**config.mk**
```make
export PLATFORM = sky130hd
export DESIGN_NAME = cam_table
export DESIGN_NICKNAME = d
export VERILOG_FILES = /design/src/hdl/switch_pkg.sv /design/src/hdl/cam_table.sv
export VERILOG_INCLUDE_DIRS = /design/src /design/src/hdl
export SDC_FILE = /design/constraint.sdc
export NUM_CORES = 2
export LEC_CHECK = 0
export ABC_AREA = 0
export BUFFER_PORTS_ARGS = -buffer_cell sky130_fd_sc_hd__buf_2
export CORE_ASPECT_RATIO = 1.4
export CORE_UTILIZATION = 57
export CTS_CLUSTER_DIAMETER = 80
export DETAILED_ROUTE_END_ITERATION = 8
export PLACE_DENSITY = 0.74
export SYNTH_ARGS = -nofsm -noshare
export SYNTH_HDL_FRONTEND = slang
export SYNTH_SLANG_ARGS = --single-unit
export TNS_END_PERCENT = 10
```
**constraint.sdc**
```tcl
create_clock -name clock -period 16.3 [get_ports clock]
set_input_delay 0.815 -clock clock [delete_from_list [all_inputs] [get_ports clock]]
set_output_delay 0.815 -clock clock [all_outputs]
set_load 0.05 [all_outputs]
```
**src/hdl/switch_config.svh**
```systemverilog
`ifndef SWITCH_CONFIG_SVH
`define SWITCH_CONFIG_SVH

////////////////////////////////////////////////////////////////////////////
// Switch dimensions
////////////////////////////////////////////////////////////////////////////

// Number of byte-wide switch ports
`define SW_NUM_PORTS        4

// Words held by each ingress queue
`define SW_QUEUE_DEPTH      64

// Learned MAC entries
`define SW_CAM_DEPTH        16

// Destination MAC followed by source MAC
`define SW_MAC_BYTES        6
`define SW_HEADER_BYTES     12

`endif

```
**src/hdl/switch_pkg.sv**
```systemverilog
`include "switch_config.svh"

package switch_pkg;

    ////////////////////////////////////////////////////////////////////////////
    // Stream and forwarding types
    ////////////////////////////////////////////////////////////////////////////

    // One byte of a frame, last flag marks the final byte
    typedef struct packed {
        logic       last;
        logic [7:0] data;
    } word_t;

    // Port number
    typedef logic [$clog2(`SW_NUM_PORTS)-1:0] port_idx_t;

    // One bit per port
    typedef logic [`SW_NUM_PORTS-1:0] port_mask_t;

    // Station address, first byte on the wire in the top bits
    typedef logic [8*`SW_MAC_BYTES-1:0] mac_t;

endpackage

```
**src/hdl/cam_table.sv**
```systemverilog
`timescale 1ns/1ps
`include "switch_config.svh"

module cam_table
    import switch_pkg::*;
#(
    parameter int DEPTH = `SW_CAM_DEPTH
) (
    input  logic        clock,
    input  logic        rst_n,
    input  logic        learn,
    input  mac_t        learn_mac,
    input  port_idx_t   learn_port,
    input  logic        lookup,
    input  mac_t        lookup_mac,
    output logic        hit,
    output port_idx_t   hit_port
);

    localparam int IW = (DEPTH > 1) ? $clog2(DEPTH) : 1;

    logic [DEPTH-1:0]   entry_valid;
    mac_t               entry_key  [DEPTH];
    port_idx_t          entry_port [DEPTH];
    logic [IW-1:0]      repl_ptr;

    logic               do_learn;
    logic               learn_found;
    logic [IW-1:0]      learn_idx;
    logic               lookup_found;
    port_idx_t          lookup_port;

    ////////////////////////////////////////////////////////////////////////////
    // Parallel compare of every valid entry
    ////////////////////////////////////////////////////////////////////////////

    always_comb begin
        learn_found  = 1'b0;
        learn_idx    = '0;
        lookup_found = 1'b0;
        lookup_port  = '0;
        for (int i = 0; i < DEPTH; i++) begin
            if (entry_valid[i] && (entry_key[i] == learn_mac)) begin
                learn_found = 1'b1;
                learn_idx   = IW'(i);
            end
            if (entry_valid[i] && (entry_key[i] == lookup_mac)) begin
                lookup_found = 1'b1;
                lookup_port  = entry_port[i];
            end
        end
    end

    // Broadcast address is never stored
    assign do_learn = learn && (learn_mac != '1);

    always_ff @(posedge clock) begin
        if (!rst_n) begin
            entry_valid <= '0;
            repl_ptr    <= '0;
        end else if (do_learn && !learn_found) begin
            entry_valid[repl_ptr] <= 1'b1;
            repl_ptr <= (repl_ptr == IW'(DEPTH - 1)) ? '0 : repl_ptr + 1'b1;
        end
    end

    always_ff @(posedge clock) begin
        if (do_learn) begin
            if (learn_found) begin
                // Station moved, keep the slot
                entry_port[learn_idx] <= learn_port;
            end else begin
                entry_key[repl_ptr]  <= learn_mac;
                entry_port[repl_ptr] <= learn_port;
            end
        end
    end

    always_ff @(posedge clock) begin
        if (!rst_n) begin
            hit <= 1'b0;
        end else begin
            hit <= lookup && lookup_found;
        end
    end

    always_ff @(posedge clock) begin
        if (lookup) hit_port <= lookup_port;
    end

endmodule

```
==> key figures <==
Run status
  – Status: completed

Timing
  – Worst-Margin Slew: 1.22 ns
  – Fin Clk Skew: 0.0298 ns
  – Fin crit period: 5.57 ns
  – Slew Limit Fails: 0
  – Final Worst Setup Slack: 10.73 ns
  – Worst rel slew slack: 18.0%
  – Final worst path period share: 34.2%
  – RSZ-0062 raised after global routing: false
  – Hold slack: 0.375 ns
  – Setup TNS: 0 ns
  – Fmax: 0.180 GHz
  – Final hold vios: 0
  – Setup-failing EPs final: 0

Setup path
  – Crit start category: input pin
  – CP max FO: 49
  – CP Capture Type: flip-flop
  – Slowest cell on the critical path: nor4_2
  – CP Cell Sequence: buf_2, buf_4, inv_1, o22ai_1, a21oi_1, nand4_1, o2111ai_1, nor4_2, nand2_1, nor3_2, buf_4
  – Max incr delay on CP: 0.97 ns
  – WP data arrival: 5.86 ns
  – Critical path buffers and inverters: 4
  – Top cell by count, worst path: buf_4
  – Critical path class: in -> reg
  – Top delay family on crit path: simple AND/OR/NAND/NOR gates
  – WP data required: 16.60 ns

Yosys
  – Avg Inst Size Synth: 12.3 µm²
  – Syn. warnings: 0
  – Ys async rst share: 0%
  – Cell count after synthesis: 3647
  – Mapped cell area: 0.0450 mm²
  – Most common flop cell mapped by yosys: edfxtp_1
  – Post-synth net total: 3753
  – Flops & latches, synth: 823
  – Number of flops mapped to enable cells by yosys: 802
  – Cell variety after synth: 73
  – Sequential fraction of the synthesis area: 54.4%

Place
  – Post-DP HPWL: 109000 µm
  – Placed Instances: 4711
  – RePlAce Congestion: 1.01
  – I/O Buffers: 104
  – Pre-CTS setup slack: 10.26 ns

Clock tree
  – # hold bufs at CTS: 0
  – Worst-path clk slew: 0.07 ns
  – Clk Latency, worst-skew pair: 0.68 ns
  – CTS tree: yes
  – CTS buffer count: 83
  – Clock root cell: clkbuf_16
  – CTS H-tree depth: 3
  – Clock sink count: 823
  – # Post-CTS Setup Buffers: 0
  – Max Root-Sink Buffers: 3
  – Post-CTS Resized: 0

Drt
  – Vias per std cell: 7.04
  – Number of DRC markers in iteration 0: 6079
  – First-pass iteration count of the detailed router: 9
  – DRT Wirelength: 189000 µm
  – Post-DRT Antenna Nets: 0
  – DRC viols: 0
  – Routed len/inst: 38.8 µm
  – Vias: 34.3k

Global route
  – Aggregate global routing overflow: 0
  – Initial antenna violation count: 8
  – Vias in the first global route: 33.0k
  – Overall Global Routing Usage: 47.3%
  – Largest net degree at the start of global routing: 50
  – Wire length of the first global-routing pass: 257000 µm

Final layout
  – Area grow syn2layout: 10.3%
  – # nets final: 3857
  – Finished Core Util: 63.7%
  – Cell Count, Final, Fillers Out: 4870
  – Commonest non-fill, non-tap cell in the layout: edfxtp_1
  – Layout cell share with drive strength beyond 1: 9.95%
  – Commonest non-fill, non-tap cells in the layout: edfxtp_1, xor2_1, xnor2_1

Power and ir drop
  – Pleak: 0.0160 µW
  – Worst vdd rail ir drop: 0.0000968 V
  – Clock share of power: 40.1%
  – Power Density: 99.0 mW/mm²
  – Sequential share of power: 48.1%
  – Logic pwr share: 11.9%
  – Net Sw Frac: 27.0%
  – Switch Pwr: 1330 µW
  – Total internal power: 3590 µW

Floorplanning
  – Core region area: 0.0780 mm²
  – # IOs: 105
  – Height of the die: 335 µm
  – Die Span X: 240 µm
  – Die area: 0.0801 mm²
  – Starting Density: 57.7%
  – Row count: 121

Hold path
  – Worst hold-check path type: in -> reg

Run
  – Max-Cap Viols: 0
-- logic make-up after synthesis --
logic type	count (synthesis)	synth area share (%)
flip-flops	823	54.4
adder cells (fa/ha/maj)	4	0.111
buffers and inverters	309	2.93
multiplexers	4	0.0889
XOR/XNOR	1387	27.0
AND/OR/NAND/NOR	890	11.7
AO/OA/AOI/OAI	230	3.77
-- synthesized netlist by cell type (36+ instances only) --
cell type / count / area [µm²]
inv_1: 110 / 413
xnor2_1: 666 / 5830
xor2_1: 721 / 6310
nand4_1: 234 / 1460
nand2b_1: 36 / 225
nor2_1: 66 / 248
edfxtp_1: 802 / 24100
buf_2: 97 / 485
nand3_1: 49 / 245
nor4_1: 257 / 1610
nor3_1: 48 / 240
nand2_1: 74 / 278
clkbuf_1: 78 / 293
-- per-stage QoR --
stage / total power [µW] / area, µm²
floorplan: 2700 / 45000
global placement: 2950 / 46900
detailed placement: 2950 / 46900
CTS: 4870 / 49700
global route: 4970 / 49700
finish: 4920 / 49700
-- worst paths after layout --
path / from / end / slack [ns] / cells past startpoint
hold reg to reg: entry_valid[3] / entry_valid[3] / 0.50 / 1
setup / recovery: learn_mac[33] / entry_key[3][33] / 10.73 / 11
setup reg to reg: entry_key[4][16] / entry_key[3][33] / 11.73 / 9
hold / removal: lookup / hit_port[0] / 0.37 / 1
-- power groups by stage --
stage	sequential (µW)	clock (µW)	combinational, µW
6_report	2360	1970	583
2_1_floorplan	2410	0	289
3_3_place_gp	2410	0	544
4_1_cts	2360	1960	547
5_1_grt	2370	2030	576
3_5_place_dp	2410	0	545
-- flip-flops by register name (all words and copies together) (netlist names) --
name,count
hit_port,2
hit,1
entry_valid,16
repl_ptr,4
entry_port,32
entry_key,768
-- per-layer routing --
layer | GRT usage, % | part of all wire, % | vias up
met4 | 39.3 | 10 | 8
met2 | 68.5 | 42 | 3273
met1 | 58.1 | 32 | 16600
met3 | 14.3 | 15 | 926
li1 | - | - | 13500
met5 | 0 | 0.025 | -
-- final cells by class --
class	count	area (µm²)
Clock inverter	51	473
Multi-Input combinational cell	2515	19400
Inverter	112	420
Antenna cell	4	10.0
Timing Repair Buffer	216	1360
Clock buffer	104	2240
Sequential cell	823	24500
Fill cell	6102	28300
Tap cell	1045	1310
No activity file was read; power rests on OpenSTA's default activity.
