**src/hdl/switch_config.svh**
```systemverilog
`ifndef SWITCH_CONFIG_SVH
`define SWITCH_CONFIG_SVH

////////////////////////////////////////////////////////////////////////////
// Switch dimensions
////////////////////////////////////////////////////////////////////////////

// Number of byte-wide switch ports
`define SW_NUM_PORTS        4

// Words held by each ingress queue
`define SW_QUEUE_DEPTH      64

// Learned MAC entries
`define SW_CAM_DEPTH        16

// Destination MAC followed by source MAC
`define SW_MAC_BYTES        6
`define SW_HEADER_BYTES     12

`endif

```
**src/hdl/switch_pkg.sv**
```systemverilog
`include "switch_config.svh"

package switch_pkg;

    ////////////////////////////////////////////////////////////////////////////
    // Stream and forwarding types
    ////////////////////////////////////////////////////////////////////////////

    // One byte of a frame, last flag marks the final byte
    typedef struct packed {
        logic       last;
        logic [7:0] data;
    } word_t;

    // Port number
    typedef logic [$clog2(`SW_NUM_PORTS)-1:0] port_idx_t;

    // One bit per port
    typedef logic [`SW_NUM_PORTS-1:0] port_mask_t;

    // Station address, first byte on the wire in the top bits
    typedef logic [8*`SW_MAC_BYTES-1:0] mac_t;

endpackage

```
**src/hdl/egress_fanout.sv**
```systemverilog
`timescale 1ns/1ps

module egress_fanout
    import switch_pkg::*;
(
    input  logic        clock,
    input  logic        rst_n,
    input  word_t       fwd_data,
    input  port_mask_t  fwd_mask,
    input  logic        fwd_valid,
    output logic        fwd_ready,
    input  port_mask_t  tx_ready,
    output word_t       tx_data,
    output port_mask_t  tx_valid
);

    // Ports still owed the held word
    port_mask_t pending;

    assign fwd_ready = (pending == '0);
    assign tx_valid  = pending;

    always_ff @(posedge clock) begin
        if (!rst_n) begin
            pending <= '0;
        end else if (fwd_valid && fwd_ready) begin
            pending <= fwd_mask;
        end else begin
            // Each port drops out on its own handshake
            pending <= pending & ~tx_ready;
        end
    end

    always_ff @(posedge clock) begin
        if (fwd_valid && fwd_ready) tx_data <= fwd_data;
    end

endmodule

```
**config.mk**
```make
export PLATFORM = sky130hd
export DESIGN_NAME = egress_fanout
export DESIGN_NICKNAME = d
export VERILOG_FILES = /design/src/hdl/switch_pkg.sv /design/src/hdl/egress_fanout.sv
export VERILOG_INCLUDE_DIRS = /design/src /design/src/hdl
export SDC_FILE = /design/constraint.sdc
export NUM_CORES = 1
export LEC_CHECK = 0
export BUFFER_PORTS_ARGS = -buffer_cell sky130_fd_sc_hd__buf_2
export CAP_MARGIN = 20
export CORE_MARGIN = 8
export CORE_UTILIZATION = 29
export DETAILED_ROUTE_END_ITERATION = 12
export GPL_ROUTABILITY_DRIVEN = 0
export PLACE_DENSITY = 0.7
export REMOVE_ABC_BUFFERS = 1
export SYNTH_ARGS = -nofsm -noshare
export SYNTH_HDL_FRONTEND = slang
export SYNTH_SLANG_ARGS = --single-unit
```
**constraint.sdc**
```tcl
create_clock -name clock -period 2.25 [get_ports clock]
set_input_delay 0.225 -clock clock [delete_from_list [all_inputs] [get_ports clock]]
set_output_delay 0.225 -clock clock [all_outputs]
set_load 0.01 [all_outputs]
```
==> impl_metrics.env, run 1 <==
export IMPL_ctsHoldBuffers=0
export IMPL_postCtsSetupRepairBufs=0
export IMPL_cap_violations=0
export IMPL_die_w_um=55.2
export IMPL_core_area_mm2=0.00147
export IMPL_grt_pass1_wl_um=1560
export IMPL_numCtsBuffers=3
export IMPL_ir_worst_vdd_v=0.000276
export IMPL_synth_area_leaders="edfxtp_1 (61%), dfxtp_1 (18%), nand3b_1 (6.7%)"
export IMPL_post_route_period_util=0.740
export IMPL_vias=354
export IMPL_cts_resized=0
export IMPL_numPortBuffers=33
export IMPL_chipHeight_um=55.2
export IMPL_seq_area_frac_synth=0.787
export IMPL_slew_headroom=0.742
export IMPL_clock_sinks=13
export IMPL_drt_wl_total_um=1140
export IMPL_yosys_area_top_type_share=0.607
export IMPL_wl_per_cell_um=14.0
export IMPL_synthCells=29
export IMPL_cp_max_fo=9
export IMPL_synth_cell_types=9
export IMPL_crit_type="reg -> reg"
export IMPL_crit_start="tx_valid[2]"
export IMPL_drive_above_1_share=0.585
export IMPL_p_per_area_mw_per_mm2=764
export IMPL_clock_latency_ps=260
export IMPL_synth_warnings=0
export IMPL_ios=34
export IMPL_cts_htree_levels=1
export IMPL_initial_core_util=0.303
export IMPL_first_global_vias=378
export IMPL_die_area_mm2=0.00305
export IMPL_min_delay_start="fwd_data[6]"
export IMPL_drt_initial_drc_count=11
export IMPL_hold_path_class="in -> reg"
export IMPL_synth_area_per_cell_um2=15.4
export IMPL_period_needed_ps=1660
export IMPL_finalHoldViolCount=0
export IMPL_fin_util=0.444
export IMPL_fin_skew_ps=0.517
export IMPL_grt_overflow=0
export IMPL_fin_nets=86
export IMPL_reg2reg_from="tx_valid[2]"
export IMPL_avgViaCountPerCell=4.37
export IMPL_finalSetupTns_ps=0
export IMPL_slew_viol_final=0
export IMPL_rows=14
export IMPL_worst_pin_slew_ps=387
export IMPL_worstPathRequired_ps=2180
export IMPL_route_detailed_drc=0
export IMPL_critPathArrivalTime_ps=1590
export IMPL_drtPass1Iterations=4
export IMPL_syn_area_um2=445
export IMPL_cts_max_path_buffers=2
export IMPL_antenna_found_initial=0
export IMPL_startpoint_type="flip-flop"
export IMPL_root_buffer="clkbuf_4"
export IMPL_cp_end_kind="flip-flop"
export IMPL_ant_nets=0
export IMPL_status="finished clean"
export IMPL_yosys_area_top_type="edfxtp_1"
export IMPL_syn_to_final_growth_pct=46.6
export IMPL_ys_ff_latch=13
export IMPL_grt_usage=0.0733
export IMPL_clk_pin_slew_ps=70
export IMPL_fmax_mhz=601
export IMPL_hold_worst_slack_ps=134
export IMPL_cts_tree="yes"
export IMPL_dp_final_hpwl_um=956
export IMPL_grt_max_degree=10
export IMPL_leakagePower_uw=0.000294
export IMPL_n_antenna_cell=0
export IMPL_rsz0062_at_grt="no"
export IMPL_setup_viol=0
==> layer usage <==
metal | share of wire | global-route usage
met5 | 0 | 0
met4 | 0 | 0.0240
met3 | 0.16 | 0.0348
met2 | 0.41 | 0.114
met1 | 0.43 | 0.0874
==> synthesized netlist by cell type <==
library cell  instances
and2_1                1
inv_2                 1
nand3_1               4
nand3b_1              4
dfxtp_1               4
edfxtp_1              9
o21ai_1               4
or4_4                 1
clkbuf_1              1
==> cell type report <==
type                            instances  area [um^2]
Fill cell                             155          818
Sequential cell                        13          350
Timing Repair Buffer                   33          165
Multi-Input combinational cell         14         87.6
Clock buffer                            4         26.3
Tap cell                               16         20.0
Inverter                                1         3.75
==> critical path, stage by stage (launching register included) <==
cell and delay [ps]:
dfxtp_1 330, or4_4 570, inv_2 70, and2_1 360
==> flip-flops by register name, summed over array words and instances (netlist names) <==
signal and count:
tx_data 9, tx_valid 4
==> power breakdown <==
group / total (uW) / switching, uW / internal, uW
sequential: 285 / 6.25 / 279
clock: 135 / 66.5 / 68.4
combinational: 79.0 / 43.0 / 36.0
total: 499 / 116 / 383
==> metrics by stage <==
stage / instance area, um^2 / setup WS [ps] / cells / power [uW]
after floorplan: 442 / 624 / 28 / 326
after global placement: 627 / 636 / 77 / 369
after detailed placement: 627 / 565 / 77 / 372
after CTS: 653 / 558 / 81 / 509
after global routing: 653 / 493 / 81 / 527
final: 653 / 586 / 81 / 499
==> cell families (layout without fill, tap and decap cells) <==
group / Yosys count / in the layout / share of synthesized area
buf+inv: 2 / 38 / 0.0168
simple gates: 10 / 10 / 0.152
flops: 13 / 13 / 0.787
compound gates: 4 / 4 / 0.0449
==> path summary, 6_finish.rpt <==
kind / end / slack (ps) / cells after the start
setup / recovery: tx_data[2] / 590 / 3
hold / removal: tx_data[6] / 130 / 1
setup reg to reg: tx_data[2] / 590 / 3
hold reg to reg: tx_valid[3] / 490 / 2
==> placed cells by master (no fill, tap or decap), drive strengths merged <==
master / instances
and2: 1
inv: 1
o21ai: 4
nand3b: 4
or4: 1
nand3: 4
dfxtp: 4
buf: 33
clkbuf: 4
edfxtp: 9
Power figures use the tool's default switching activity.
==> inputs of run 2 (changes only) <==
--- a/config.mk
+++ b/config.mk
@@ -12,7 +12,7 @@
 export CORE_UTILIZATION = 29
 export DETAILED_ROUTE_END_ITERATION = 12
 export GPL_ROUTABILITY_DRIVEN = 0
-export PLACE_DENSITY = 0.7
+export PLACE_DENSITY = 0.73
 export REMOVE_ABC_BUFFERS = 1
 export SYNTH_ARGS = -nofsm -noshare
 export SYNTH_HDL_FRONTEND = slang
==> constraint.sdc (replaced) <==
create_clock -name clock -period 1.5 [get_ports clock]
set_input_delay 0.15 -clock clock [delete_from_list [all_inputs] [get_ports clock]]
set_output_delay 0.15 -clock clock [all_outputs]
set_load 0.01 [all_outputs]
==> impl_metrics.env, run 2 (synthesized netlist as in run 1, its figures left out) <==
export IMPL_antenna_found_initial=0
export IMPL_syn_to_final_growth_pct=55.9
export IMPL_grt_usage=0.0772
export IMPL_clock_sinks=13
export IMPL_cp_end_kind="flip-flop"
export IMPL_ios=34
export IMPL_numPortBuffers=33
export IMPL_multi_input_area_um2=90.1
export IMPL_drt_initial_drc_count=0
export IMPL_numCtsBuffers=3
export IMPL_hold_depth=1
export IMPL_grt_max_degree=10
export IMPL_finalSetupTns_ps=0
export IMPL_fin_skew_ps=2.55
export IMPL_postCtsSetupRepairBufs=0
export IMPL_holdPathEnd="tx_data[0]"
export IMPL_path_buf_inv=2
export IMPL_slew_headroom=0.906
export IMPL_post_route_period_util=0.977
export IMPL_grt_pass1_wl_um=1660
export IMPL_rsz0062_at_grt="no"
export IMPL_r2r_end="tx_data[7]"
export IMPL_crit_type="reg -> reg"
export IMPL_clk_pin_slew_ps=80
export IMPL_n_antenna_cell=0
export IMPL_r2r_slack_ps=30
export IMPL_n_fill_cell=153
export IMPL_reg2reg_from="tx_valid[2]"
export IMPL_largest_reg_flops=9
export IMPL_dp_final_hpwl_um=987
export IMPL_die_area_mm2=0.00305
export IMPL_wl_per_cell_um=14.2
export IMPL_ant_nets=0
export IMPL_mostFrequentLayoutCell="buf_2"
export IMPL_initial_core_util=0.303
export IMPL_max_stage_delay_ps=540
export IMPL_path_depth=4
export IMPL_ctsHoldBuffers=0
export IMPL_cp_cell_sequence="or4_4, inv_2, and2_4, buf_12"
export IMPL_min_delay_start="fwd_data[0]"
export IMPL_dp_slack_ps=16.8
export IMPL_cp_slowest_cell="or4_4"
export IMPL_ff2ff_path_depth=4
export IMPL_die_w_um=55.2
export IMPL_startpoint_type="flip-flop"
export IMPL_leakagePower_uw=0.000317
export IMPL_core_area_mm2=0.00147
export IMPL_cp_max_fo=9
export IMPL_p_per_area_mw_per_mm2=1140
export IMPL_critPathArrivalTime_ps=1460
export IMPL_fin_nets=89
export IMPL_drt_wl_total_um=1190
export IMPL_root_buffer="clkbuf_4"
export IMPL_slew_viol_final=0
export IMPL_cts_htree_levels=1
export IMPL_cts_tree="yes"
export IMPL_fmax_mhz=682
export IMPL_ir_worst_vdd_v=0.000442
export IMPL_period_needed_ps=1470
export IMPL_finalHoldViolCount=0
export IMPL_clock_latency_ps=270
export IMPL_cap_violations=0
export IMPL_worstPathRequired_ps=1500
export IMPL_first_global_vias=402
export IMPL_route_detailed_drc=0
export IMPL_worst_pin_slew_ps=141
export IMPL_chipHeight_um=55.2
export IMPL_worst_slack_ps=34.3
export IMPL_hold_worst_slack_ps=45.5
export IMPL_avgViaCountPerCell=4.46
export IMPL_final_cells=84
export IMPL_layout_common_cells="buf_2 (32), edfxtp_1 (9), nand3_1 (4), nand3b_1 (4), o21ai_1 (4)"
export IMPL_dp_cells=80
export IMPL_drtPass1Iterations=1
export IMPL_top_register="tx_data"
export IMPL_drive_above_1_share=0.632
export IMPL_rows=14
export IMPL_hold_path_class="in -> reg"
export IMPL_status="finished clean"
export IMPL_crit_family="simple AND/OR/NAND/NOR gates"
export IMPL_seq_area_um2=352
export IMPL_vias=375
export IMPL_setup_viol=0
export IMPL_grt_overflow=0
export IMPL_cts_max_path_buffers=2
-- run 2: cell types whose count changed in the layout (fill, tap and decap cells not counted) --
cell     change
and2_4       +1
buf_4        +3
and2_1       -1
buf_2        -1
dfxtp_2      +1
dfxtp_1      -1
buf_12       +1
-- run 2: power breakdown --
part           total [uW]  internal, uW  switching [uW]  leakage [uW]
clock network         215           103             111     0.0000150
registers             428           419            9.35      0.000119
logic                 152          81.1            70.4      0.000183
-- run 2: layout make-up --
class,instances,share of cell area
inverters,1,0.00541
clock buffers,4,0.0378
well taps,16,0.0288
multi-input cells,14,0.130
flip-flops and latches,13,0.506
repair buffers,36,0.292
-- run 2: per-layer routing --
| metal | track usage | vias to the layer above | share of wire |
|---|---|---|---|
| met5 | 0 | - | 0 |
| met4 | 0.0480 | 0 | 0 |
| met3 | 0.0401 | 0 | 0.17 |
| met2 | 0.118 | 26 | 0.42 |
| met1 | 0.0831 | 163 | 0.41 |
| li1 | - | 186 | - |
-- run 2: through the flow --
step | cell area [um^2] | util | total power [uW]
floorplan | 442 | - | 489
global placement | 662 | 0.450 | 579
detailed placement | 662 | 0.450 | 585
CTS | 688 | 0.468 | 797
global route | 694 | 0.472 | 828
finish | 694 | 0.472 | 794
-- run 2: worst max path at each step --
stage                      startpoint    endpoint  slack [ps]
after floorplan           tx_valid[2]  tx_data[0]        -130
after global placement    tx_valid[2]  tx_data[3]          40
after detailed placement  tx_valid[2]  tx_data[5]          20
after CTS                 tx_valid[2]  tx_data[7]           9
after global routing      tx_valid[1]   fwd_ready         0.4
final                     tx_valid[2]  tx_data[7]          30
-- run 2: timing repair --
item,CTS,global route
setup endpoints to repair,0,10
resized for setup,0,3
endpoints found under the hold margin,0,0
==> inputs of run 3 (changes only) <==
--- a/config.mk
+++ b/config.mk
@@ -14,6 +14,7 @@
 export GPL_ROUTABILITY_DRIVEN = 0
 export PLACE_DENSITY = 0.73
 export REMOVE_ABC_BUFFERS = 1
+export SETUP_SLACK_MARGIN = 0.1
 export SYNTH_ARGS = -nofsm -noshare
 export SYNTH_HDL_FRONTEND = slang
 export SYNTH_SLANG_ARGS = --single-unit
==> impl_metrics.env, run 3 (synthesized netlist as in run 1, its figures left out) <==
export IMPL_syn_to_final_growth_pct=57.0
export IMPL_worst_pin_slew_ps=142
export IMPL_grt_pass1_wl_um=1660
export IMPL_slew_viol_final=0
export IMPL_rows=14
export IMPL_initial_core_util=0.303
export IMPL_ir_worst_vdd_v=0.000437
export IMPL_clk_pin_slew_ps=80
export IMPL_grt_usage=0.0772
export IMPL_cts_max_path_buffers=2
export IMPL_wl_per_cell_um=14.3
export IMPL_layout_common_cells="buf_2 (32), edfxtp_1 (9), nand3_1 (4), nand3b_1 (4), o21ai_1 (4)"
export IMPL_numPortBuffers=33
export IMPL_max_stage_delay_ps=530
export IMPL_grt_overflow=0
export IMPL_ios=34
export IMPL_n_antenna_cell=0
export IMPL_fin_nets=89
export IMPL_drt_wl_total_um=1200
export IMPL_fmax_mhz=675
export IMPL_cp_end_kind="flip-flop"
export IMPL_worstPathRequired_ps=1500
export IMPL_status="finished clean"
export IMPL_p_per_area_mw_per_mm2=1140
export IMPL_place_area_um2=662
export IMPL_critPathCapture="tx_data[6]"
export IMPL_clock_sinks=13
export IMPL_period_needed_ps=1480
export IMPL_crit_type="reg -> reg"
export IMPL_ant_nets=0
export IMPL_worst_slack_ps=18.9
export IMPL_post_route_period_util=0.987
export IMPL_rsz0062_at_grt="yes"
export IMPL_largest_reg_flops=9
export IMPL_cts_htree_levels=1
export IMPL_slew_headroom=0.905
export IMPL_chipHeight_um=55.2
export IMPL_core_area_mm2=0.00147
export IMPL_clock_latency_ps=270
export IMPL_reg2reg_from="tx_valid[2]"
export IMPL_root_buffer="clkbuf_4"
export IMPL_critPathArrivalTime_ps=1480
export IMPL_hold_path_class="in -> reg"
export IMPL_stdcell_area_um2=699
export IMPL_cp_cell_sequence="or4_4, inv_2, and2_4, buf_12"
export IMPL_drtPass1Iterations=1
export IMPL_grt_max_degree=10
export IMPL_cp_slowest_cell="or4_4"
export IMPL_leakagePower_uw=0.000319
export IMPL_dp_slack_ps=16.8
export IMPL_ff2ff_path_depth=4
export IMPL_setup_viol=0
export IMPL_drt_initial_drc_count=0
export IMPL_top_register="tx_data"
export IMPL_cp_max_fo=9
export IMPL_die_w_um=55.2
export IMPL_dp_final_hpwl_um=987
export IMPL_r2r_slack_ps=20
export IMPL_cts_tree="yes"
export IMPL_drive_above_1_share=0.647
export IMPL_first_global_vias=406
export IMPL_hold_depth=1
export IMPL_antenna_found_initial=0
export IMPL_fin_skew_ps=2.56
export IMPL_numCtsBuffers=3
export IMPL_route_detailed_drc=0
export IMPL_cap_violations=0
export IMPL_crit_start="tx_valid[2]"
export IMPL_mostFrequentLayoutCell="buf_2"
export IMPL_r2r_end="tx_data[6]"
export IMPL_startpoint_type="flip-flop"
export IMPL_avgViaCountPerCell=4.49
export IMPL_vias=377
export IMPL_die_area_mm2=0.00305
export IMPL_ctsHoldBuffers=0
export IMPL_finalHoldViolCount=0
## run 3: per-layer routing
layer / global-route usage / routed length, um / up-vias
li1: - / - / 186
met1: 0.0799 / 475 / 165
met2: 0.119 / 505 / 26
met3: 0.0428 / 216 / 0
met4: 0.0480 / 0 / 0
met5: 0 / 0 / -
## run 3: where the power goes
part | leakage [uW] | switching (uW) | internal (uW)
Sequential | 0.000119 | 9.35 | 419
Clock | 0.0000150 | 112 | 103
Combinational | 0.000185 | 72.3 | 84.4
## run 3: worst min path at each step
stage	startpoint	to	slack, ps
after global routing	fwd_data[5]	tx_data[5]	40
after global placement	fwd_data[5]	tx_data[5]	330
final	fwd_data[0]	tx_data[0]	50
after floorplan	fwd_data[0]	tx_data[0]	250
after CTS	fwd_data[0]	tx_data[0]	40
after detailed placement	fwd_data[0]	tx_data[0]	330
## run 3: critical path: cells and delay by family (launching register included)
kind                   cells  cell delay, ps
flip-flops                 1             330
AND/OR/NAND/NOR            2             680
buffers and inverters      2             200
## run 3: through the flow
stage	utilization	instances	power [uW]	setup TNS (ps)	hold WS, ps
detailed placement	0.450	80	585	0	329
finish	0.475	84	800	0	45.5
global placement	0.450	80	579	0	329
global route	0.475	84	832	-44.8	35.5
CTS	0.474	84	808	0	38.5
floorplan	-	28	489	-1130	249
## run 3: final cells by class
type	instances	area, um^2
Tap cell	16	20.0
Timing Repair Buffer	36	206
Inverter	1	3.75
Sequential cell	13	353
Fill cell	155	772
Clock buffer	4	26.3
Multi-Input combinational cell	14	90.1
## run 3: timing repair
action | 4_1_cts | 5_1_grt
setup buffers | 0 | 0
endpoints found under the hold margin | 0 | 0
setup endpoints to repair | 10 | 10
resized for setup | 2 | 2
