<file path="config.mk">
export PLATFORM = sky130hd
export DESIGN_NAME = port_rx_queue
export DESIGN_NICKNAME = d
export VERILOG_FILES = /design/src/hdl/switch_pkg.sv /design/src/hdl/port_rx_queue.sv
export VERILOG_INCLUDE_DIRS = /design/src /design/src/hdl
export SDC_FILE = /design/constraint.sdc
export NUM_CORES = 1
export LEC_CHECK = 0
export ABC_AREA = 1
export BUFFER_PORTS_ARGS = -buffer_cell sky130_fd_sc_hd__buf_2
export CAP_MARGIN = 25
export CELL_PAD_IN_SITES_DETAIL_PLACEMENT = 2
export CELL_PAD_IN_SITES_GLOBAL_PLACEMENT = 2
export CORE_ASPECT_RATIO = 1.25
export CORE_MARGIN = 5
export CORE_UTILIZATION = 35
export CTS_CLUSTER_SIZE = 8
export DETAILED_ROUTE_END_ITERATION = 8
export PLACE_DENSITY_LB_ADDON = 0.15
export SETUP_SLACK_MARGIN = 0.02
export SLEW_MARGIN = 20
export SYNTH_ARGS = -nofsm -noshare
export SYNTH_HDL_FRONTEND = slang
export SYNTH_SLANG_ARGS = --single-unit
</file>
<file path="constraint.sdc">
create_clock -name clock -period 8.11 [get_ports clock]
set_input_delay 0.811 -clock clock [delete_from_list [all_inputs] [get_ports clock]]
set_output_delay 0.811 -clock clock [all_outputs]
set_load 0.01 [all_outputs]
</file>
<file path="src/hdl/switch_config.svh">
`ifndef SWITCH_CONFIG_SVH
`define SWITCH_CONFIG_SVH

////////////////////////////////////////////////////////////////////////////
// Switch dimensions
////////////////////////////////////////////////////////////////////////////

// Number of byte-wide switch ports
`define SW_NUM_PORTS        4

// Words held by each ingress queue
`define SW_QUEUE_DEPTH      64

// Learned MAC entries
`define SW_CAM_DEPTH        16

// Destination MAC followed by source MAC
`define SW_MAC_BYTES        6
`define SW_HEADER_BYTES     12

`endif

</file>
<file path="src/hdl/switch_pkg.sv">
`include "switch_config.svh"

package switch_pkg;

    ////////////////////////////////////////////////////////////////////////////
    // Stream and forwarding types
    ////////////////////////////////////////////////////////////////////////////

    // One byte of a frame, last flag marks the final byte
    typedef struct packed {
        logic       last;
        logic [7:0] data;
    } word_t;

    // Port number
    typedef logic [$clog2(`SW_NUM_PORTS)-1:0] port_idx_t;

    // One bit per port
    typedef logic [`SW_NUM_PORTS-1:0] port_mask_t;

    // Station address, first byte on the wire in the top bits
    typedef logic [8*`SW_MAC_BYTES-1:0] mac_t;

endpackage

</file>
<file path="src/hdl/port_rx_queue.sv">
`timescale 1ns/1ps
`include "switch_config.svh"

module port_rx_queue
    import switch_pkg::*;
#(
    parameter int DEPTH = `SW_QUEUE_DEPTH
) (
    input  logic    clock,
    input  logic    rst_n,
    input  word_t   in_data,
    input  logic    in_valid,
    output logic    in_ready,
    input  logic    pop,
    output word_t   head_data,
    output logic    head_valid,
    output logic    frame_avail
);

    localparam int AW = (DEPTH > 1) ? $clog2(DEPTH) : 1;
    localparam int CW = $clog2(DEPTH + 1);

    word_t          mem [DEPTH];
    logic [AW-1:0]  wr_ptr;
    logic [AW-1:0]  rd_ptr;
    logic [CW-1:0]  count;
    logic [CW-1:0]  count_next;
    logic [CW-1:0]  frames;
    logic           push;
    logic           take;

    function automatic logic [AW-1:0] next_ptr(input logic [AW-1:0] p);
        return (p == AW'(DEPTH - 1)) ? '0 : p + 1'b1;
    endfunction

    assign push = in_valid && in_ready;
    assign take = pop && head_valid;

    always_comb begin
        count_next = count;
        case ({push, take})
            2'b10:   count_next = count + 1'b1;
            2'b01:   count_next = count - 1'b1;
            default: count_next = count;
        endcase
    end

    always_ff @(posedge clock) begin
        if (!rst_n) begin
            wr_ptr   <= '0;
            rd_ptr   <= '0;
            count    <= '0;
            frames   <= '0;
            in_ready <= 1'b0;
        end else begin
            if (push) wr_ptr <= next_ptr(wr_ptr);
            if (take) rd_ptr <= next_ptr(rd_ptr);
            count    <= count_next;
            in_ready <= (count_next != CW'(DEPTH));
            // Complete frames stored
            case ({push && in_data.last, take && head_data.last})
                2'b10:   frames <= frames + 1'b1;
                2'b01:   frames <= frames - 1'b1;
                default: frames <= frames;
            endcase
        end
    end

    always_ff @(posedge clock) begin
        if (push) mem[wr_ptr] <= in_data;
    end

    assign head_data   = mem[rd_ptr];
    assign head_valid  = (count != '0);
    assign frame_avail = (frames != '0);

endmodule

</file>
==> results of run 1 <==
[state kept, by name, indices dropped and copies added (netlist names), named ones only]
signal    count
count         7
rd_ptr        6
mem         576
wr_ptr        6
in_ready      1
frames        7
[cells by family after synthesis]
group                    Yosys count  share of synthesized area (%)
adder cells (fa/ha/maj)           12                          0.632
flip-flops                       609                           71.9
AO/OA/AOI/OAI                    425                           9.21
AND/OR/NAND/NOR                  922                           14.6
XOR/XNOR                           8                          0.281
buffers and inverters            189                           3.36
[layout make-up]
class,count,share of cell area [%]
Multi-Input combinational cell,1367,21.7
Tap cell,943,4.16
Timing Repair Buffer,63,1.65
Inverter,63,0.868
Sequential cell,609,63.3
Clock buffer,108,8.17
Clock inverter,4,0.145
[cell usage in the layout (no fill, tap or decap), drive strengths merged, types with 2 or more instances in the layout]
master,instances
edfxtp,576
nand2,425
nor2,366
o21ai,273
o22ai,128
nand3,117
clkbuf,108
buf,63
inv,62
dfxtp,33
a21oi,19
ha,11
xor2,7
nor3,6
clkinv,4
nor3b,3
nand4,2
or2,2
o211ai,2
[worst max-delay path: cells and delay by family, from the launching register on]
family / cells / cell delay [ps]
simple gates: 15 / 1200
buf+inv: 3 / 1170
compound gates: 3 / 930
fa+ha+maj: 2 / 810
flops: 1 / 520
[metal layers]
layer  vias up  global-route usage, %  wire length, um
li1       7700                      -                -
met1      8773                   25.7            33500
met2       307                   37.1            41300
met3       102                   3.33             3130
met4         0                   4.65             1500
met5         -                      0                0
[through the flow]
stage | setup WS (ps) | std cells | hold WS, ps | power [mW]
after global placement | 3130 | 3032 | 494 | 6.35
after global routing | 2750 | 3157 | 557 | 10.2
after detailed placement | 3080 | 3033 | 510 | 6.44
after CTS | 3060 | 3145 | 527 | 9.74
after floorplan | 5160 | 2165 | 455 | 5.43
final | 3140 | 3157 | 519 | 9.63
[worst max path at each step]
stage,startpoint,cells after the start,slack [ps],endpoint
6_report,register,23,3140,frames[6]$_SDFFE_PN0P_
2_1_floorplan,register,23,5160,frames[6]$_SDFFE_PN0P_
4_1_cts,register,23,3060,frames[6]$_SDFFE_PN0P_
3_5_place_dp,register,23,3080,frames[6]$_SDFFE_PN0P_
3_3_place_gp,register,23,3130,frames[6]$_SDFFE_PN0P_
5_1_grt,register,23,2750,frames[6]$_SDFFE_PN0P_
[report_power, final]
group | switching [mW] | leakage [nW] | internal, mW
logic | 1.96 | 3.23 | 0.789
registers | 0.124 | 5.45 | 3.50
clock network | 1.29 | 1.15 | 1.97
total | 3.38 | 9.82 | 6.26
==> metrics.cfg, run 1 <==
[status]
status = finished clean

[route]
wl_per_cell_um = 25.2
vias = 16900
firstDrtPassIters = 5
drcViolationCount = 0
drt_iter0_drc = 1086
routed_wl_um = 79400
ant_nets = 0
viasPerCell = 5.35

[worst_setup_path]
path_max_fanout = 162
cp.required_ps = 8610
r2r-end = frames[6]$_SDFFE_PN0P_
crit_path_frequent_cell = nand2_1
cp_slowest_cell = inv_8
rrSetupSlack_ps = 3140
arrival_ps = 5480
crit_path_start_kind = register
path_class = register to register
path_cells = inv_8 > buf_12 > nand2_1 > nand3_1 > nand3_1 > nand2_1 > nand2_1 > nand3_1 > o211ai_1 > a21oi_1 > ha_1 > inv_1 > fa_1 > o21ai_0 > nand2_1 > nand2_1 > nand2_1 > nand2_1 > nand2_1 > nand3_1 > nand2_1 > nand2_1 > nor2_1
crit_path_end_kind = register
r2r_cells = 23
slowest_delay_ps = 680

[synthesis]
synth.top_cell.area_share_pct = 69.3
syn_inst = 2165
syn_nets = 2190
synth.avg_cell_area_um2 = 11.5
ys.flop_type = edfxtp_1
yosys.cell_count.top_type = edfxtp_1
synth-seq-cells = 609
yosysTopAreaCell = edfxtp_1
synthTopCellsByArea = edfxtp_1 69%, nand2_1 6.4%, nor2_1 5.5%
ys_types = 29
synth_area_um2 = 25000
synth_edf_count = 576
yosysWarnings = 0
ys_async_sr_fraction_pct = 0
seq_area_frac_synth_pct = 71.9
synthTopCellsByCount = 576 x edfxtp_1, 425 x nand2_1, 366 x nor2_1

[cts]
cts.sinks = 609
clock_latency_ps = 610
cts.htree.levels = 3
cts_hold_buf = 0
clkTransAtPathRegs_ps = 50
cts_resized = 0
root_buffer = clkbuf_16
cts_buffers = 86
post-cts-setup-buffer-count = 0
clock_tree.buffer_depth = 3
cts_tree = done

[final_layout]
fin_nets = 2215
stdcell_area_um2 = 28400
drive_gt1_share_pct = 7.54
area.growth.synth_to_final_pct = 13.7
final_util_pct = 40.1
nFillCells = 7259
ff_latch_area_um2 = 18000
antenna_cells = 0
multiInputGateArea_um2 = 6170

[timing]
grt_setup_unrepaired = false
max-slew-margin-rel_pct = 28.2
setup_tns_ps = 0
fmax_mhz = 201
setup_viol = 0
final.setup_skew_ps = 16.6
finalCritPeriodShare_pct = 61.3
fin_crit_ps = 4970
tightestPinTransition_ps = 1070
final_hold_viol_count = 0
slew_violations = 0

[grt]
antenna_found_initial = 0
grt_max_degree = 163
grt_usage_pct = 20.4
grt_remaining_overflow = 0
grt_pass1_vias = 18700
grt_pass1_wl_um = 120000

[place]
place.gp.congestion = 0.789
dp_hpwl_um = 46800
dpl_cell_area_um2 = 25900
port_buffers = 24

[floorplanning]
core_um2 = 70800
start_util_pct = 35.3
fp-row-count = 109
chipWidth_um = 249
dieArea_um2 = 76800
ioPinCount = 25
die_y_um = 309

[power]
p_leak_nw = 9.82
p_per_area_nw_per_um2 = 339
max-vdd-ir-drop_v = 0.000229

[flow_run]
maxCapViolCount = 0

[min_path]
worstHoldStart = frames[0]$_SDFFE_PN0P_
hold_path_class = register to register
holdPathStages = 1
timing.hold.worst_endpoint = frames[0]$_SDFFE_PN0P_

(Power assumes the default switching activity.)
==> run 2, diff against run 1 <==
==> constraint.sdc (replaced) <==
create_clock -name clock -period 5.14 [get_ports clock]
set_input_delay 0.514 -clock clock [delete_from_list [all_inputs] [get_ports clock]]
set_output_delay 0.514 -clock clock [all_outputs]
set_load 0.01 [all_outputs]
==> run 2 against run 1 <==
Sequential share of layout area is 0.17 points lower. Critical path depth is 2 lower. Clock-buffer cell count is 4 lower. Core utilization is 0.11 points higher. Critical path type unchanged. Highest routed layer unchanged.
==> metrics.cfg, run 2 (same netlist as run 1, synthesis figures left out) <==
[cts]
clock_latency_ps = 630
clkTransAtPathRegs_ps = 50
cts.sinks = 609
cts_buffers = 86
cts_resized = 0
root_buffer = clkbuf_16
cts_tree = done
post-cts-setup-buffer-count = 0
clock_tree.buffer_depth = 3
cts_hold_buf = 0
cts.htree.levels = 3

[power]
switchingPower_mw = 5.28
p_seq_share_pct = 37.5
power_mw = 15.2
max-vdd-ir-drop_v = 0.000247
internal_power_mw = 9.87
clockPowerShare_pct = 34.0
swShare_pct = 34.9
combPwrFrac_pct = 28.5
p_leak_nw = 9.86
p_per_area_nw_per_um2 = 532

[route]
viasPerCell = 5.36
routed_wl_um = 79500
drcViolationCount = 0
vias = 16900
drt_iter0_drc = 1069
firstDrtPassIters = 5
wl_per_cell_um = 25.1
ant_nets = 0

[grt]
grt_usage_pct = 20.4
grt_remaining_overflow = 0
grt_pass1_wl_um = 119000
antenna_found_initial = 0
grt_max_degree = 104
grt_pass1_vias = 18700

[min_path]
timing.hold.worst_endpoint = in_ready$_SDFF_PN0_
hold_path_class = primary input to register
worstHoldStart = rst_n
holdPathStages = 3

[floorplanning]
dieArea_um2 = 76800
fp-row-count = 109
start_util_pct = 35.3
core_um2 = 70800
die_y_um = 309
ioPinCount = 25
chipWidth_um = 249

[worst_setup_path]
r2r_cells = 21
path_cells = inv_4 > nand3_1 > nand3_1 > nand2_1 > nand2_1 > nand3_1 > o211ai_1 > a21oi_1 > ha_1 > inv_1 > fa_1 > o21ai_0 > nand2_1 > nand2_1 > nand2_1 > nand2_1 > nand2_1 > nand3_1 > nand2_1 > nand2_1 > nor2_1
path_delay_family = simple AND/OR/NAND/NOR gates
arrival_ps = 5030
slowest_delay_ps = 740
crit_path_start_kind = register
crit_path_frequent_cell = nand2_1
r2r-end = frames[6]$_SDFFE_PN0P_
path_max_fanout = 61
cp_slowest_cell = dfxtp_4
cp.required_ps = 5640
crit_path_end_kind = register
worst-path-stages = 21
rrSetupSlack_ps = 610
crit_buf_inv = 2
path_class = register to register

[timing]
finalCritPeriodShare_pct = 88.1
grt_setup_unrepaired = false
tightestPinTransition_ps = 1150
slew_violations = 0
fmax_mhz = 221
fin_crit_ps = 4530
final.setup_skew_ps = 22.6
max-slew-margin-rel_pct = 23.2
final_hold_viol_count = 0
setup_viol = 0
setup_tns_ps = 0

[final_layout]
layout_commonest_cell = edfxtp_1
final_util_pct = 40.2
drive_gt1_share_pct = 8.11
reg_top3 = mem (576), count (7), frames (7)
antenna_cells = 0
largest-register = mem
instances_no_fill = 3162
fin_nets = 2224
layout_common_cells = 576 x edfxtp_1, 425 x nand2_1, 361 x nor2_1
stdcell_area_um2 = 28500
area.growth.synth_to_final_pct = 14.1
nFillCells = 7261
largest_reg_flops = 576

[place]
dpl_cell_area_um2 = 26000
place.gp.congestion = 0.777
place_inst = 3046
dp_hpwl_um = 48200
port_buffers = 24

[status]
status = finished clean

[flow_run]
maxCapViolCount = 0

-- run 2: worst max path at each step --
stage | endpoint | slack [ps]
after floorplan | frames[6]$_SDFFE_PN0P_ | 2190
after global placement | frames[6]$_SDFFE_PN0P_ | 760
after detailed placement | frames[6]$_SDFFE_PN0P_ | 620
after CTS | frames[6]$_SDFFE_PN0P_ | 610
after global routing | frames[6]$_SDFFE_PN0P_ | 240
final | frames[6]$_SDFFE_PN0P_ | 610
-- run 2: power by group through the flow --
stage                     registers, mW  logic, mW  clock network (mW)
final                              5.69       4.32                5.15
after global routing               5.70       4.80                5.49
after CTS                          5.69       4.41                5.27
after detailed placement           5.79       4.36                   0
after global placement             5.78       4.19                   0
after floorplan                    5.65       2.91                   0
-- run 2: worst register-to-register path, cell delays in order (launching register included) --
cell	delay [ps]
dfxtp_4	740
inv_4	450
nand3_1	360
nand3_1	80
nand2_1	110
nand2_1	60
nand3_1	130
o211ai_1	230
a21oi_1	370
ha_1	390
inv_1	120
fa_1	420
o21ai_0	340
nand2_1	100
nand2_1	70
nand2_1	70
nand2_1	70
nand2_1	50
nand3_1	100
nand2_1	60
nand2_1	50
nor2_1	40
-- run 2: per-stage QoR --
| stage | hold WS (ps) | setup WS (ps) |
|---|---|---|
| 6_report | 245 | 614 |
| 5_1_grt | 261 | 236 |
| 4_1_cts | 219 | 612 |
| 3_5_place_dp | 524 | 625 |
| 3_3_place_gp | 486 | 762 |
| 2_1_floorplan | 455 | 2190 |
-- run 2: layer usage --
metal | GRT usage [%] | routed length [um] | vias up
met4 | 5.11 | 1460 | 0
met5 | 0 | 0 | -
li1 | - | - | 7714
met1 | 26.5 | 35000 | 8861
met3 | 2.83 | 2450 | 99
met2 | 36.5 | 40600 | 267
-- run 2: layout make-up --
type	instances	area (um2)	share of cell area, %
clock buffer	104	2310	8.13
multi-input combinational	1367	6180	21.7
sequential	609	18000	63.1
timing repair buffer	72	542	1.90
tap	943	1180	4.14
inverter	63	246	0.866
clock inverter	4	41.3	0.145
==> run 3, diff against run 2 <==
--- a/config.mk
+++ b/config.mk
@@ -16,7 +16,7 @@
 export CORE_UTILIZATION = 35
 export CTS_CLUSTER_SIZE = 8
 export DETAILED_ROUTE_END_ITERATION = 8
-export PLACE_DENSITY_LB_ADDON = 0.15
+export PLACE_DENSITY = 0.7
 export SETUP_SLACK_MARGIN = 0.02
 export SLEW_MARGIN = 20
 export SYNTH_ARGS = -nofsm -noshare
==> run 3 against run 2 <==
Design area fell by 0.44%. Cell count up 0.19%. Non-clock buffer count decreased by 12. Wire length rose by 2.3%. Largest cell class unchanged. Core utilization fell by 0.17 points. Clock-buffer cell count up 14. Fmax up 1.4%. Flip-flop and latch count stayed put. Clock power is essentially flat. Critical endpoint is now head_data[3]. Sequential power about the same. Critical path depth fell by 10. Worst hold slack worse by 0.56 ps.
==> metrics.cfg, run 3 (same netlist as run 1, synthesis figures left out) <==
[floorplanning]
chipWidth_um = 249
core_um2 = 70800
ioPinCount = 25
die_y_um = 309
fp-row-count = 109
dieArea_um2 = 76800
start_util_pct = 35.3

[final_layout]
layout_common_cells = 576 x edfxtp_1, 425 x nand2_1, 366 x nor2_1
instances_no_fill = 3168
reg_top3 = mem (576), count (7), frames (7)
antenna_cells = 0
layout_commonest_cell = edfxtp_1
largest_reg_flops = 576
fin_nets = 2212
largest-register = mem
drive_gt1_share_pct = 7.28
nFillCells = 7206
area.growth.synth_to_final_pct = 13.6
final_util_pct = 40.0

[place]
dp_hpwl_um = 49500
place.gp.congestion = 0.865
place_inst = 3036
port_buffers = 24

[status]
status = finished clean

[cts]
cts_resized = 0
cts.htree.levels = 3
cts_tree = done
clock_tree.buffer_depth = 3
clock_latency_ps = 640
post-cts-setup-buffer-count = 0
cts_hold_buf = 0
cts_buffers = 86
cts.sinks = 609
root_buffer = clkbuf_16
clkTransAtPathRegs_ps = 50

[worst_setup_path]
path_max_fanout = 138
crit_buf_inv = 3
slowest_delay_ps = 680
crit_path_start_kind = register
crit_path_end_kind = primary output
path_class = register to primary output
cp.required_ps = 4630
r2r-end = frames[6]$_SDFFE_PN0P_
cp_slowest_cell = buf_4
r2r_cells = 22
crit_path_frequent_cell = nand2_1
path_cells = inv_8 > buf_4 > o21ai_0 > o22ai_1 > nand2_1 > nand2_1 > nand2_1 > nand3_1 > nand3_1 > nand2_1 > buf_2
arrival_ps = 3950
rrSetupSlack_ps = 670
path_delay_family = buffers and inverters

[timing]
slew_violations = 0
setup_tns_ps = 0
final_hold_viol_count = 0
max-slew-margin-rel_pct = 30.5
fmax_mhz = 224
fin_crit_ps = 4470
tightestPinTransition_ps = 1040
final.setup_skew_ps = 22.6
grt_setup_unrepaired = false
setup_viol = 0
finalCritPeriodShare_pct = 86.9

[route]
drcViolationCount = 0
ant_nets = 0
routed_wl_um = 81400
viasPerCell = 5.41
firstDrtPassIters = 5
drt_iter0_drc = 1007
vias = 17100
wl_per_cell_um = 25.7

[grt]
grt_pass1_wl_um = 122000
grt_remaining_overflow = 0
antenna_found_initial = 1
grt_max_degree = 139
grt_pass1_vias = 19300
grt_usage_pct = 20.8

[flow_run]
maxCapViolCount = 0

[power]
swShare_pct = 36.1
combPwrFrac_pct = 29.3
p_leak_nw = 9.78
p_seq_share_pct = 37.1
max-vdd-ir-drop_v = 0.000237
clockPowerShare_pct = 33.6
internal_power_mw = 9.79
switchingPower_mw = 5.54
p_per_area_nw_per_um2 = 541

[min_path]
timing.hold.worst_endpoint = in_ready$_SDFF_PN0_
hold_path_class = primary input to register
worstHoldStart = rst_n
holdPathStages = 3

## run 3: cell types whose count changed in the layout (fill, tap and decap cells not counted), sizes merged
cell / change
buf: -12
clkbuf: +14
inv: +4
## run 3: how the worst max path moves through the flow
stage,startpoint,endpoint,slack (ps),cells after the start
6_report,register,head_data[3],670,11
5_1_grt,register,frames[6]$_SDFFE_PN0P_,270,20
4_1_cts,register,head_data[3],590,11
3_5_place_dp,register,frames[6]$_SDFFE_PN0P_,680,22
3_3_place_gp,register,frames[6]$_SDFFE_PN0P_,930,22
2_1_floorplan,register,frames[6]$_SDFFE_PN0P_,2190,23
## run 3: metal layers
| metal | track usage (%) | vias up | routed length, um |
|---|---|---|---|
| met2 | 38.8 | 338 | 43400 |
| met3 | 2.82 | 134 | 2800 |
| li1 | - | 7709 | - |
| met1 | 24.5 | 8947 | 32400 |
| met4 | 7.69 | 0 | 2730 |
| met5 | 0 | - | 0 |
## run 3: final cells by class
class | count | area [um2] | area share [%]
well taps | 943 | 1180 | 4.16
multi-input cells | 1367 | 6170 | 21.8
clock buffers | 118 | 2270 | 8.02
clock inverters | 8 | 98.8 | 0.349
inverters | 63 | 246 | 0.870
flip-flops and latches | 609 | 18000 | 63.4
repair buffers | 60 | 415 | 1.47
## run 3: worst register-to-register path, cell delays in order (launching register included)
cell and delay [ps]:
dfxtp_4 770, buf_12 490, buf_4 500, o21ai_0 230
nand3_1 110, nand2_1 100, nand2_1 80, nand3_1 80
o211ai_1 140, a21oi_1 160, ha_1 330, ha_1 410
nand2_1 80, o21ai_0 270, nand2_1 90, nand2_1 70
nand2_1 60, nand2_1 60, nand2_1 50, nand3_1 100
nand2_1 60, nand2_1 60, nor2_1 50
## run 3: stage by stage
stage                     cell area, um2  worst slack (ps)  total power, mW  hold WS [ps]
after floorplan                    25000              2190             8.57           455
after CTS                          28300               588             15.5           228
after detailed placement           25900               681             10.3           526
after global placement             25900               931             10.1           483
final                              28300               675             15.3           244
after global routing               28300               270             16.1           253
## run 3: power by group through the flow
stage	logic, mW	registers, mW	clock network [mW]
3_3_place_gp	4.31	5.77	0
3_5_place_dp	4.50	5.78	0
2_1_floorplan	2.91	5.65	0
4_1_cts	4.55	5.69	5.27
6_report	4.49	5.69	5.15
5_1_grt	4.93	5.70	5.49
